## src/verilog/cache_param_pkg.sv

```systemverilog
`default_nettype none

package cache_param_pkg;

    // ----------------------------------------
    // Address split
    // ----------------------------------------

    // Byte address, one word wide
    localparam int ADDR_W = 16;
    // Byte offset inside a line
    localparam int OFFSET_W = 4;
    // Word select sits above the byte-in-word bits
    localparam int WORD_SEL_LSB = 2;

    // ----------------------------------------
    // Line and word formats
    // ----------------------------------------

    localparam int WORD_W = 32;
    localparam int LINE_W = 128;
    localparam int NUM_WORDS = LINE_W / WORD_W;

    typedef logic [WORD_W-1:0] t_word;

    // Same 128 bits, two views
    // Flat view for FM transfers and fills
    // Word view for select and merge, indexed by address bits 3:2
    typedef union packed {
        logic [LINE_W-1:0] flat;
        t_word [NUM_WORDS-1:0] words;
    } t_line;

    // ----------------------------------------
    // Core opcodes
    // ----------------------------------------

    typedef enum logic [1:0] {
        NOP   = 2'b00,
        RD_OP = 2'b01,
        WR_OP = 2'b10
    } t_opcode;

endpackage

`default_nettype wire

```

## src/verilog/cache_tq_pkg.sv

```systemverilog
`default_nettype none

package cache_tq_pkg;

    // Operation carried down the lookup pipeline
    typedef enum logic [1:0] {
        NO_LU   = 2'b00,
        RD_LU   = 2'b01,
        WR_LU   = 2'b10,
        FILL_LU = 2'b11
    } t_lu_op;

    // Transaction queue states
    typedef enum logic [3:0] {
        IDLE           = 4'd0,
        CORE_WR_REQ    = 4'd1,
        LU_CORE_WR_REQ = 4'd2,
        CORE_RD_REQ    = 4'd3,
        LU_CORE_RD_REQ = 4'd4,
        CORE_RD_RSP    = 4'd5,
        WAIT_FILL      = 4'd6,
        FILL           = 4'd7,
        LU_FILL        = 4'd8,
        ERROR          = 4'd9
    } t_tq_state;

endpackage

`default_nettype wire

```

## src/verilog/cache_pipe.sv

```systemverilog
`default_nettype none

module cache_pipe #(
    parameter int NUM_SETS = 16
) (
    input  logic                                 clk,
    input  logic                                 rst,
    input  logic                                 lu_valid_q1,
    input  cache_tq_pkg::t_lu_op                 lu_op_q1,
    input  logic [cache_param_pkg::ADDR_W-1:0]   lu_address_q1,
    input  cache_param_pkg::t_line               lu_data_q1,
    output logic                                 lu_valid_q3,
    output logic                                 lu_hit_q3,
    output logic [cache_param_pkg::ADDR_W-1:0]   lu_address_q3,
    output cache_param_pkg::t_line               lu_data_q3
);

    import cache_param_pkg::*;
    import cache_tq_pkg::*;

    localparam int IDX_W = $clog2(NUM_SETS);
    localparam int TAG_W = ADDR_W - OFFSET_W - IDX_W;

    // Direct-mapped arrays
    logic [NUM_SETS-1:0] valid_array;
    logic [TAG_W-1:0] tag_array [NUM_SETS];
    t_line data_array [NUM_SETS];

    // q2 stage
    logic valid_q2;
    t_lu_op op_q2;
    logic [ADDR_W-1:0] address_q2;
    t_line data_q2;
    logic [IDX_W-1:0] idx_q2;
    logic bypass_q2;
    logic rd_valid_q2;
    logic [TAG_W-1:0] rd_tag_q2;
    t_line rd_line_q2;

    // q3 stage
    t_lu_op op_q3;
    t_line wr_data_q3;
    logic [IDX_W-1:0] idx_q3;
    logic [TAG_W-1:0] tag_q3;
    logic upd_en_q3;
    t_line upd_line_q3;

    // ----------------------------------------
    // q1 -> q2
    // ----------------------------------------
    always_ff @(posedge clk) begin
        if (rst) begin
            valid_q2 <= 1'b0;
        end else begin
            valid_q2 <= lu_valid_q1;
        end
        op_q2 <= lu_op_q1;
        address_q2 <= lu_address_q1;
        data_q2 <= lu_data_q1;
    end

    // q2 array read, with bypass from the q3 update to the same set
    assign idx_q2 = address_q2[OFFSET_W +: IDX_W];
    assign bypass_q2 = upd_en_q3 && (idx_q3 == idx_q2);
    assign rd_valid_q2 = bypass_q2 ? 1'b1 : valid_array[idx_q2];
    assign rd_tag_q2 = bypass_q2 ? tag_q3 : tag_array[idx_q2];
    assign rd_line_q2 = bypass_q2 ? upd_line_q3 : data_array[idx_q2];

    // ----------------------------------------
    // q2 -> q3
    // ----------------------------------------
    always_ff @(posedge clk) begin
        if (rst) begin
            lu_valid_q3 <= 1'b0;
        end else begin
            lu_valid_q3 <= valid_q2;
        end
        op_q3 <= op_q2;
        lu_address_q3 <= address_q2;
        wr_data_q3 <= data_q2;
        lu_hit_q3 <= rd_valid_q2 && (rd_tag_q2 == address_q2[ADDR_W-1 -: TAG_W]);
        lu_data_q3 <= rd_line_q2;
    end

    // q3 update
    assign idx_q3 = lu_address_q3[OFFSET_W +: IDX_W];
    assign tag_q3 = lu_address_q3[ADDR_W-1 -: TAG_W];
    // Fills always write, writes only on a hit (no allocate)
    assign upd_en_q3 = lu_valid_q3 &&
                       ((op_q3 == FILL_LU) || (op_q3 == WR_LU && lu_hit_q3));

    always_comb begin
        upd_line_q3 = lu_data_q3;
        if (op_q3 == FILL_LU) begin
            upd_line_q3 = wr_data_q3;
        end else begin
            // Merge the one addressed word
            upd_line_q3.words[lu_address_q3[OFFSET_W-1:WORD_SEL_LSB]] =
                wr_data_q3.words[lu_address_q3[OFFSET_W-1:WORD_SEL_LSB]];
        end
    end

    always_ff @(posedge clk) begin
        if (upd_en_q3) begin
            tag_array[idx_q3] <= tag_q3;
            data_array[idx_q3] <= upd_line_q3;
        end
    end

    always_ff @(posedge clk) begin
        if (rst) begin
            valid_array <= '0;
        end else if (upd_en_q3) begin
            valid_array[idx_q3] <= 1'b1;
        end
    end

    // Fills come from the queue as whole lines
    a_fill_aligned : assert property (@(posedge clk) disable iff (rst)
        (lu_valid_q1 && lu_op_q1 == FILL_LU) |-> (lu_address_q1[OFFSET_W-1:0] == '0));

endmodule

`default_nettype wire

```

## src/verilog/cache_top.sv

```systemverilog
`default_nettype none

module cache_top #(
    parameter int NUM_SETS = 16,
    parameter int FILL_TIMEOUT = 32
) (
    input  logic                                 clk,
    input  logic                                 rst,
    // Core side
    input  logic                                 core_valid,
    input  cache_param_pkg::t_opcode             core_opcode,
    input  logic [cache_param_pkg::ADDR_W-1:0]   core_address,
    input  cache_param_pkg::t_word               core_data,
    output logic                                 stall,
    output logic                                 rsp_valid,
    output logic                                 rsp_error,
    output cache_param_pkg::t_word               rsp_data,
    output logic [cache_param_pkg::ADDR_W-1:0]   rsp_address,
    // FM side
    output logic                                 fm_rd_req,
    output logic [cache_param_pkg::ADDR_W-1:0]   fm_rd_address,
    input  logic                                 fm_rd_rsp_valid,
    input  cache_param_pkg::t_line               fm_rd_data,
    output logic                                 fm_wr_valid,
    output logic [cache_param_pkg::ADDR_W-1:0]   fm_wr_address,
    output cache_param_pkg::t_word               fm_wr_data
);

    import cache_param_pkg::*;
    import cache_tq_pkg::*;

    // Queue to pipeline
    logic lu_valid_q1;
    t_lu_op lu_op_q1;
    logic [ADDR_W-1:0] lu_address_q1;
    t_line lu_data_q1;

    // Pipeline back to queue
    logic lu_valid_q3;
    logic lu_hit_q3;
    logic [ADDR_W-1:0] lu_address_q3;
    t_line lu_data_q3;

    // Fill wait handshake
    logic wait_fill;
    logic fill_expired;

    cache_tq u_cache_tq (.*);

    fill_timer #(.FILL_TIMEOUT(FILL_TIMEOUT)) u_fill_timer (.*);

    cache_pipe #(.NUM_SETS(NUM_SETS)) u_cache_pipe (.*);

endmodule

`default_nettype wire

```

## src/verilog/cache_tq.sv

```systemverilog
`default_nettype none

module cache_tq (
    input  logic                                 clk,
    input  logic                                 rst,
    // Core interface
    input  logic                                 core_valid,
    input  cache_param_pkg::t_opcode             core_opcode,
    input  logic [cache_param_pkg::ADDR_W-1:0]   core_address,
    input  cache_param_pkg::t_word               core_data,
    output logic                                 stall,
    output logic                                 rsp_valid,
    output logic                                 rsp_error,
    output cache_param_pkg::t_word               rsp_data,
    output logic [cache_param_pkg::ADDR_W-1:0]   rsp_address,
    // FM interface
    output logic                                 fm_rd_req,
    output logic [cache_param_pkg::ADDR_W-1:0]   fm_rd_address,
    input  logic                                 fm_rd_rsp_valid,
    input  cache_param_pkg::t_line               fm_rd_data,
    output logic                                 fm_wr_valid,
    output logic [cache_param_pkg::ADDR_W-1:0]   fm_wr_address,
    output cache_param_pkg::t_word               fm_wr_data,
    // Pipe interface
    output logic                                 lu_valid_q1,
    output cache_tq_pkg::t_lu_op                 lu_op_q1,
    output logic [cache_param_pkg::ADDR_W-1:0]   lu_address_q1,
    output cache_param_pkg::t_line               lu_data_q1,
    input  logic                                 lu_valid_q3,
    input  logic                                 lu_hit_q3,
    input  logic [cache_param_pkg::ADDR_W-1:0]   lu_address_q3,
    input  cache_param_pkg::t_line               lu_data_q3,
    // Fill timer
    output logic                                 wait_fill,
    input  logic                                 fill_expired
);

    import cache_param_pkg::*;
    import cache_tq_pkg::*;

    t_tq_state state;
    t_tq_state next_state;

    logic accept;
    logic [ADDR_W-1:0] req_address;
    logic [ADDR_W-1:0] line_address;
    t_word req_data;
    t_word rsp_word;
    t_line fill_line;

    assign accept = core_valid && !stall;
    // Fills and FM reads are whole lines
    assign line_address = {req_address[ADDR_W-1:OFFSET_W], {OFFSET_W{1'b0}}};

    // ----------------------------------------
    // Next state
    // ----------------------------------------
    always_comb begin
        next_state = state;
        unique case (state)
            IDLE: begin
                // NOP requests leave the queue idle
                if (accept && core_opcode == RD_OP) begin
                    next_state = CORE_RD_REQ;
                end else if (accept && core_opcode == WR_OP) begin
                    next_state = CORE_WR_REQ;
                end
            end
            CORE_WR_REQ: next_state = LU_CORE_WR_REQ;
            LU_CORE_WR_REQ: begin
                if (lu_valid_q3) begin
                    next_state = IDLE;
                end
            end
            CORE_RD_REQ: next_state = LU_CORE_RD_REQ;
            LU_CORE_RD_REQ: begin
                if (lu_valid_q3) begin
                    next_state = lu_hit_q3 ? CORE_RD_RSP : WAIT_FILL;
                end
            end
            CORE_RD_RSP: next_state = IDLE;
            WAIT_FILL: begin
                // FM answer wins over a timeout in the same cycle
                if (fm_rd_rsp_valid) begin
                    next_state = FILL;
                end else if (fill_expired) begin
                    next_state = ERROR;
                end
            end
            FILL: next_state = LU_FILL;
            // Replay the read once the fill has landed
            LU_FILL: begin
                if (lu_valid_q3) begin
                    next_state = CORE_RD_REQ;
                end
            end
            ERROR: next_state = IDLE;
            default: next_state = IDLE;
        endcase
    end

    // Control state
    always_ff @(posedge clk) begin
        if (rst) begin
            state <= IDLE;
            fm_rd_req <= 1'b0;
        end else begin
            state <= next_state;
            // One pulse on entry to WAIT_FILL
            fm_rd_req <= (state == LU_CORE_RD_REQ) && lu_valid_q3 && !lu_hit_q3;
        end
    end

    // Request, response and fill payload
    always_ff @(posedge clk) begin
        if (accept) begin
            req_address <= core_address;
            req_data <= core_data;
        end
        if (state == LU_CORE_RD_REQ && lu_valid_q3 && lu_hit_q3) begin
            rsp_word <= lu_data_q3.words[lu_address_q3[OFFSET_W-1:WORD_SEL_LSB]];
        end
        if (state == WAIT_FILL && next_state == ERROR) begin
            rsp_word <= '0;
        end
        if (state == WAIT_FILL && fm_rd_rsp_valid) begin
            fill_line <= fm_rd_data;
        end
    end

    // ----------------------------------------
    // Outputs decoded from state
    // ----------------------------------------
    assign stall = (state != IDLE);
    assign wait_fill = (state == WAIT_FILL);

    assign rsp_valid = (state == CORE_RD_RSP) || (state == ERROR);
    assign rsp_error = (state == ERROR);
    assign rsp_data = rsp_word;
    assign rsp_address = req_address;

    assign fm_rd_address = line_address;
    // Write-through issued alongside the write lookup
    assign fm_wr_valid = (state == CORE_WR_REQ);
    assign fm_wr_address = req_address;
    assign fm_wr_data = req_data;

    assign lu_valid_q1 = (state == CORE_WR_REQ) || (state == CORE_RD_REQ) || (state == FILL);
    assign lu_op_q1 = (state == CORE_WR_REQ) ? WR_LU :
                      (state == CORE_RD_REQ) ? RD_LU :
                      (state == FILL)        ? FILL_LU : NO_LU;
    assign lu_address_q1 = (state == FILL) ? line_address : req_address;
    // Write word replicated over the line for the pipe to merge
    assign lu_data_q1 = (state == FILL) ? fill_line : t_line'({NUM_WORDS{req_data}});

    // Lookups return only while the queue waits for one
    a_lookup_expected : assert property (@(posedge clk) disable iff (rst)
        lu_valid_q3 |-> ((state == LU_CORE_WR_REQ) || (state == LU_CORE_RD_REQ) ||
                         (state == LU_FILL)));

    // Core lookups come back with the request address
    a_lookup_address : assert property (@(posedge clk) disable iff (rst)
        (lu_valid_q3 && state != LU_FILL) |-> (lu_address_q3 == req_address));

endmodule

`default_nettype wire

```

## src/verilog/fill_timer.sv

```systemverilog
`default_nettype none

module fill_timer #(
    parameter int FILL_TIMEOUT = 32
) (
    input  logic clk,
    input  logic rst,
    input  logic wait_fill,
    output logic fill_expired
);

    localparam int CNT_W = $clog2(FILL_TIMEOUT + 1);

    logic [CNT_W-1:0] count;
    logic count_done;

    // Saturating wait counter
    // Cleared whenever the queue is not waiting
    always_ff @(posedge clk) begin
        if (rst) begin
            count <= '0;
        end else if (!wait_fill) begin
            count <= '0;
        end else if (!count_done) begin
            count <= count + 1'b1;
        end
    end

    assign count_done = (count == CNT_W'(FILL_TIMEOUT));
    // Stale count from the last wait must not leak out
    assign fill_expired = wait_fill && count_done;

    // Expiry only after a full wait
    a_expiry_after_wait : assert property (@(posedge clk) disable iff (rst)
        fill_expired |-> $past(wait_fill, FILL_TIMEOUT));

endmodule

`default_nettype wire
```

## config.mk

```make
export PLATFORM = sky130hd
export DESIGN_NAME = cache_top
export DESIGN_NICKNAME = d
export VERILOG_FILES = /design/src/verilog/cache_param_pkg.sv /design/src/verilog/cache_tq_pkg.sv /design/src/verilog/cache_pipe.sv /design/src/verilog/cache_top.sv /design/src/verilog/cache_tq.sv /design/src/verilog/fill_timer.sv
export SDC_FILE = /design/constraint.sdc
export NUM_CORES = 2
export LEC_CHECK = 0
export BUFFER_PORTS_ARGS = -buffer_cell sky130_fd_sc_hd__buf_2
export CAP_MARGIN = 20
export CORE_MARGIN = 2
export CORE_UTILIZATION = 61
export DETAILED_ROUTE_END_ITERATION = 10
export HOLD_SLACK_MARGIN = 0.15
export PLACE_DENSITY_LB_ADDON = 0.25
export SLEW_MARGIN = 20
export SYNTH_ARGS = -nofsm -noshare
export SYNTH_HDL_FRONTEND = slang
export SYNTH_SLANG_ARGS = --single-unit
```

## constraint.sdc

```tcl
create_clock -name clk -period 14.5 [get_ports clk]
set_clock_uncertainty 0.05 [all_clocks]
set_input_delay 3.625 -clock clk [delete_from_list [all_inputs] [get_ports clk]]
set_output_delay 3.625 -clock clk [all_outputs]
set_load 0.01 [all_outputs]
```

==> flow_summary.yaml <==
sta:
  max_freq_mhz: 177
  tightest_slew_ps: 1130
  min_period_ps: 5660
  holdWs_ps: 259
  setup_violations: 0
  slew_headroom: 0.244
  rsz0062_at_grt: "no"
  finalMaxSlewViolations: 0
  totalNegativeSetupSlack_ps: 0
  final-hold-violation-count: 0
  min_period_over_period: 0.390
placement:
  place_hpwl_mm: 126
  port_buffers: 294
  place_congestion: 0.783
worst_setup_path:
  cp-start-kind: "register"
  critPathMaxFanout: 15
  r2r_setup_slack_ps: 9130
  r2r_end: "u_cache_tq.rsp_data[13]"
  cp.required_ps: 10820
  critPathKind: "reg -> out"
  critPathArrivalTime_ps: 1980
  crit_start: "u_cache_tq.state[3]"
  worst_r2r_path_depth: 6
  cp-end-kind: "output pin"
  endpoint: "rsp_valid"
  r2r-start: "u_cache_pipe.lu_address_q3[7]"
clocking:
  numCtsBuffers: 280
  clock_path_buffers: 4
  htree_levels: 5
  path_clk_slew_ps: 60
  cts_root_buffer: "clkbuf_16"
  postCtsSetupBuffers: 0
  cts-hold-fix-buffers: 0
  clock_latency_ps: 910
  cts.sinks: 2702
  cts_tree: "done"
  ctsResizeCount: 0
yosys:
  ys.flop_type: "edfxtp_1"
  synth_seq_cells: 2702
  synth_edf_count: 2352
  syn_avg_cell_area_sq_um: 22.2
  synth_cell_types: 47
  async_flop_share: 0
  yosysSeqAreaShare: 0.785
  ys.warnings.count: 0
  syn_inst: 4452
  synth_area_sq_um: 99000
power_and_ir_drop:
  pwr-share-seq: 0.524
  netSwitchingPower_w: 0.00357
  ir_drop_uv: 158
  p_leak_nw: 36.5
  sw_frac_of_total: 0.212
  powerDensity_nw_per_um2: 151
  p_comb_frac: 0.063
  pwr-share-clk: 0.413
  intPower_w: 0.0133
floorplanning:
  core_area_sq_um: 161000
  die_area_sq_um: 165000
  fp.dieW_microns: 407
  die-height_microns: 407
  initial_core_util: 0.616
  pin_count: 299
  num_rows: 147
final_layout:
  syn_to_final_growth_pct: 12.8
  multi_input_area_sq_um: 20200
  fillers: 9556
  layout-drive-gt1-share: 0.317
  final-seq-area_sq_um: 77700
  finalNetCount: 5054
routing:
  via_per_inst: 6.61
  dr.first_iter.drc_count: 7387
  wl_per_cell_microns: 33.7
  wl_mm: 244
  vias: 47900
  drcViolationCount: 0
  dr.pass1.iters: 6
  ant_nets: 0
outcome:
  status: "completed"
global_routing:
  grt_overflow: 0
  grt_max_degree: 135
  grt_pass1_vias: 48200
  track_usage: 0.300
  grt_pass1_wl_mm: 346
  antenna_found_initial: 9
hold_path:
  hold_class: "reg -> reg"
run:
  cap_violations: 0
==> critical path, stage by stage (launching register included) <==
cell     delay, ps
dfxtp_1        620
xnor2_1        110
nor3_1         190
buf_2          170
==> cell usage after synthesis (all sizes together) (2+ instances only) <==
library cell / instances / area share
mux2i: 54 / 0.0055
nor3b: 2 / 0.00015
and3: 4 / 0.00025
nor2: 63 / 0.0024
xnor2: 16 / 0.0014
nor4: 2 / 0.00013
nor3: 13 / 0.00066
and2: 4 / 0.00025
nor4b: 2 / 0.00018
a211oi: 2 / 0.00015
a21oi: 74 / 0.0037
o21ai: 42 / 0.0021
o31ai: 2 / 0.00015
inv: 11 / 0.00042
buf: 130 / 0.0082
o22ai: 2 / 0.00013
nand4: 3 / 0.00019
mux2: 130 / 0.015
xor2: 6 / 0.00053
edfxtp: 2352 / 0.71
nand2: 366 / 0.014
nand3: 6 / 0.00030
ha: 2 / 0.00025
mux4: 675 / 0.15
clkbuf: 114 / 0.0043
nor2b: 3 / 0.00019
a221oi: 2 / 0.00018
nand2b: 6 / 0.00038
dfxtp: 350 / 0.071
==> power by group through the flow <==
stage               Combinational (W)  Clock (W)  Sequential [W]
floorplan                    0.000738          0         0.00895
detailed placement            0.00105          0         0.00899
global placement              0.00102          0         0.00899
global route                  0.00113    0.00730         0.00883
CTS                           0.00106    0.00701         0.00882
finish                        0.00106    0.00695         0.00882
==> flip-flops by register name (all words and copies together) (netlist names), 16 cells and up <==
name                      flops
u_cache_tq.fill_line        128
u_cache_tq.fm_wr_data        32
u_cache_pipe.data_q2        128
u_cache_pipe.wr_data_q3     128
u_cache_tq.fm_wr_address     16
u_cache_pipe.valid_array     16
u_cache_tq.rsp_data          32
u_cache_pipe.data_array    2048
u_cache_pipe.tag_array      128
==> area by class of cell <==
| class | count | share of cell area |
|---|---|---|
| sequential | 2702 | 0.695 |
| inverter | 12 | 0.000426 |
| clock buffer | 387 | 0.0702 |
| antenna | 3 | 0.0000672 |
| timing repair buffer | 377 | 0.0198 |
| tap | 2160 | 0.0242 |
| multi-input combinational | 1497 | 0.181 |
| clock inverter | 103 | 0.00886 |
==> cell families after synthesis <==
family                     synth area share
AOI/OAI and AO/OA                   0.00712
xor gates and xnor gates            0.00195
adders and majority gates          0.000253
buffers and inverters                0.0130
DFF                                   0.785
muxes                                 0.174
other                             0.0000379
and+or+nand+nor                      0.0192
==> cell usage in the layout (no fill, tap or decap), types with 5 or more instances in the layout <==
cell type   count
edfxtp_1     2352
mux4_2        675
nand2_1       363
dfxtp_1       345
buf_2         294
clkbuf_16     287
mux2_2        130
buf_4          74
a21oi_1        73
clkbuf_1       72
mux2i_1        54
nor2_1         51
clkinv_2       41
o21ai_0        40
clkbuf_8       28
clkinv_1       26
bufinv_16      18
xnor2_1        16
nor2_4         12
inv_1           9
buf_12          9
nor3_1          8
inv_6           7
clkinvlp_4      7
nand3_1         6
nand2b_1        6
xor2_1          6
nor3_2          5
==> metrics by stage <==
step / utilization / instance area (sq um) / setup WS (ps) / cells / total power [W]
3_3_place_gp: 0.640 / 103000 / 8560 / 6748 / 0.0100
5_1_grt: 0.695 / 112000 / 8670 / 7238 / 0.0173
3_5_place_dp: 0.640 / 103000 / 8510 / 6748 / 0.0100
4_1_cts: 0.695 / 112000 / 8800 / 7238 / 0.0169
2_1_floorplan: - / 99000 / 3020 / 4455 / 0.00969
6_report: 0.695 / 112000 / 8840 / 7241 / 0.0168
==> how the worst min path moves through the flow <==
stage                                    start                            end  cells after the start
global route          u_cache_pipe.data_q2[19]    u_cache_pipe.wr_data_q3[19]                      0
finish                u_cache_pipe.data_q2[86]    u_cache_pipe.wr_data_q3[86]                      0
global placement      u_cache_pipe.data_q2[42]    u_cache_pipe.wr_data_q3[42]                      0
detailed placement    u_cache_pipe.data_q2[17]    u_cache_pipe.wr_data_q3[17]                      0
floorplan           u_cache_pipe.address_q2[2]  u_cache_pipe.lu_address_q3[2]                      0
CTS                   u_cache_pipe.data_q2[86]    u_cache_pipe.wr_data_q3[86]                      0
==> per-layer routing <==
| metal | share of wire | vias to the layer above | track usage |
|---|---|---|---|
| li1 | - | 19000 | - |
| met1 | 0.38 | 25400 | 0.431 |
| met2 | 0.48 | 3046 | 0.474 |
| met3 | 0.11 | 402 | 0.0673 |
| met4 | 0.027 | 6 | 0.0845 |
| met5 | 0.00014 | - | 0 |
(Power assumes the default switching activity.)
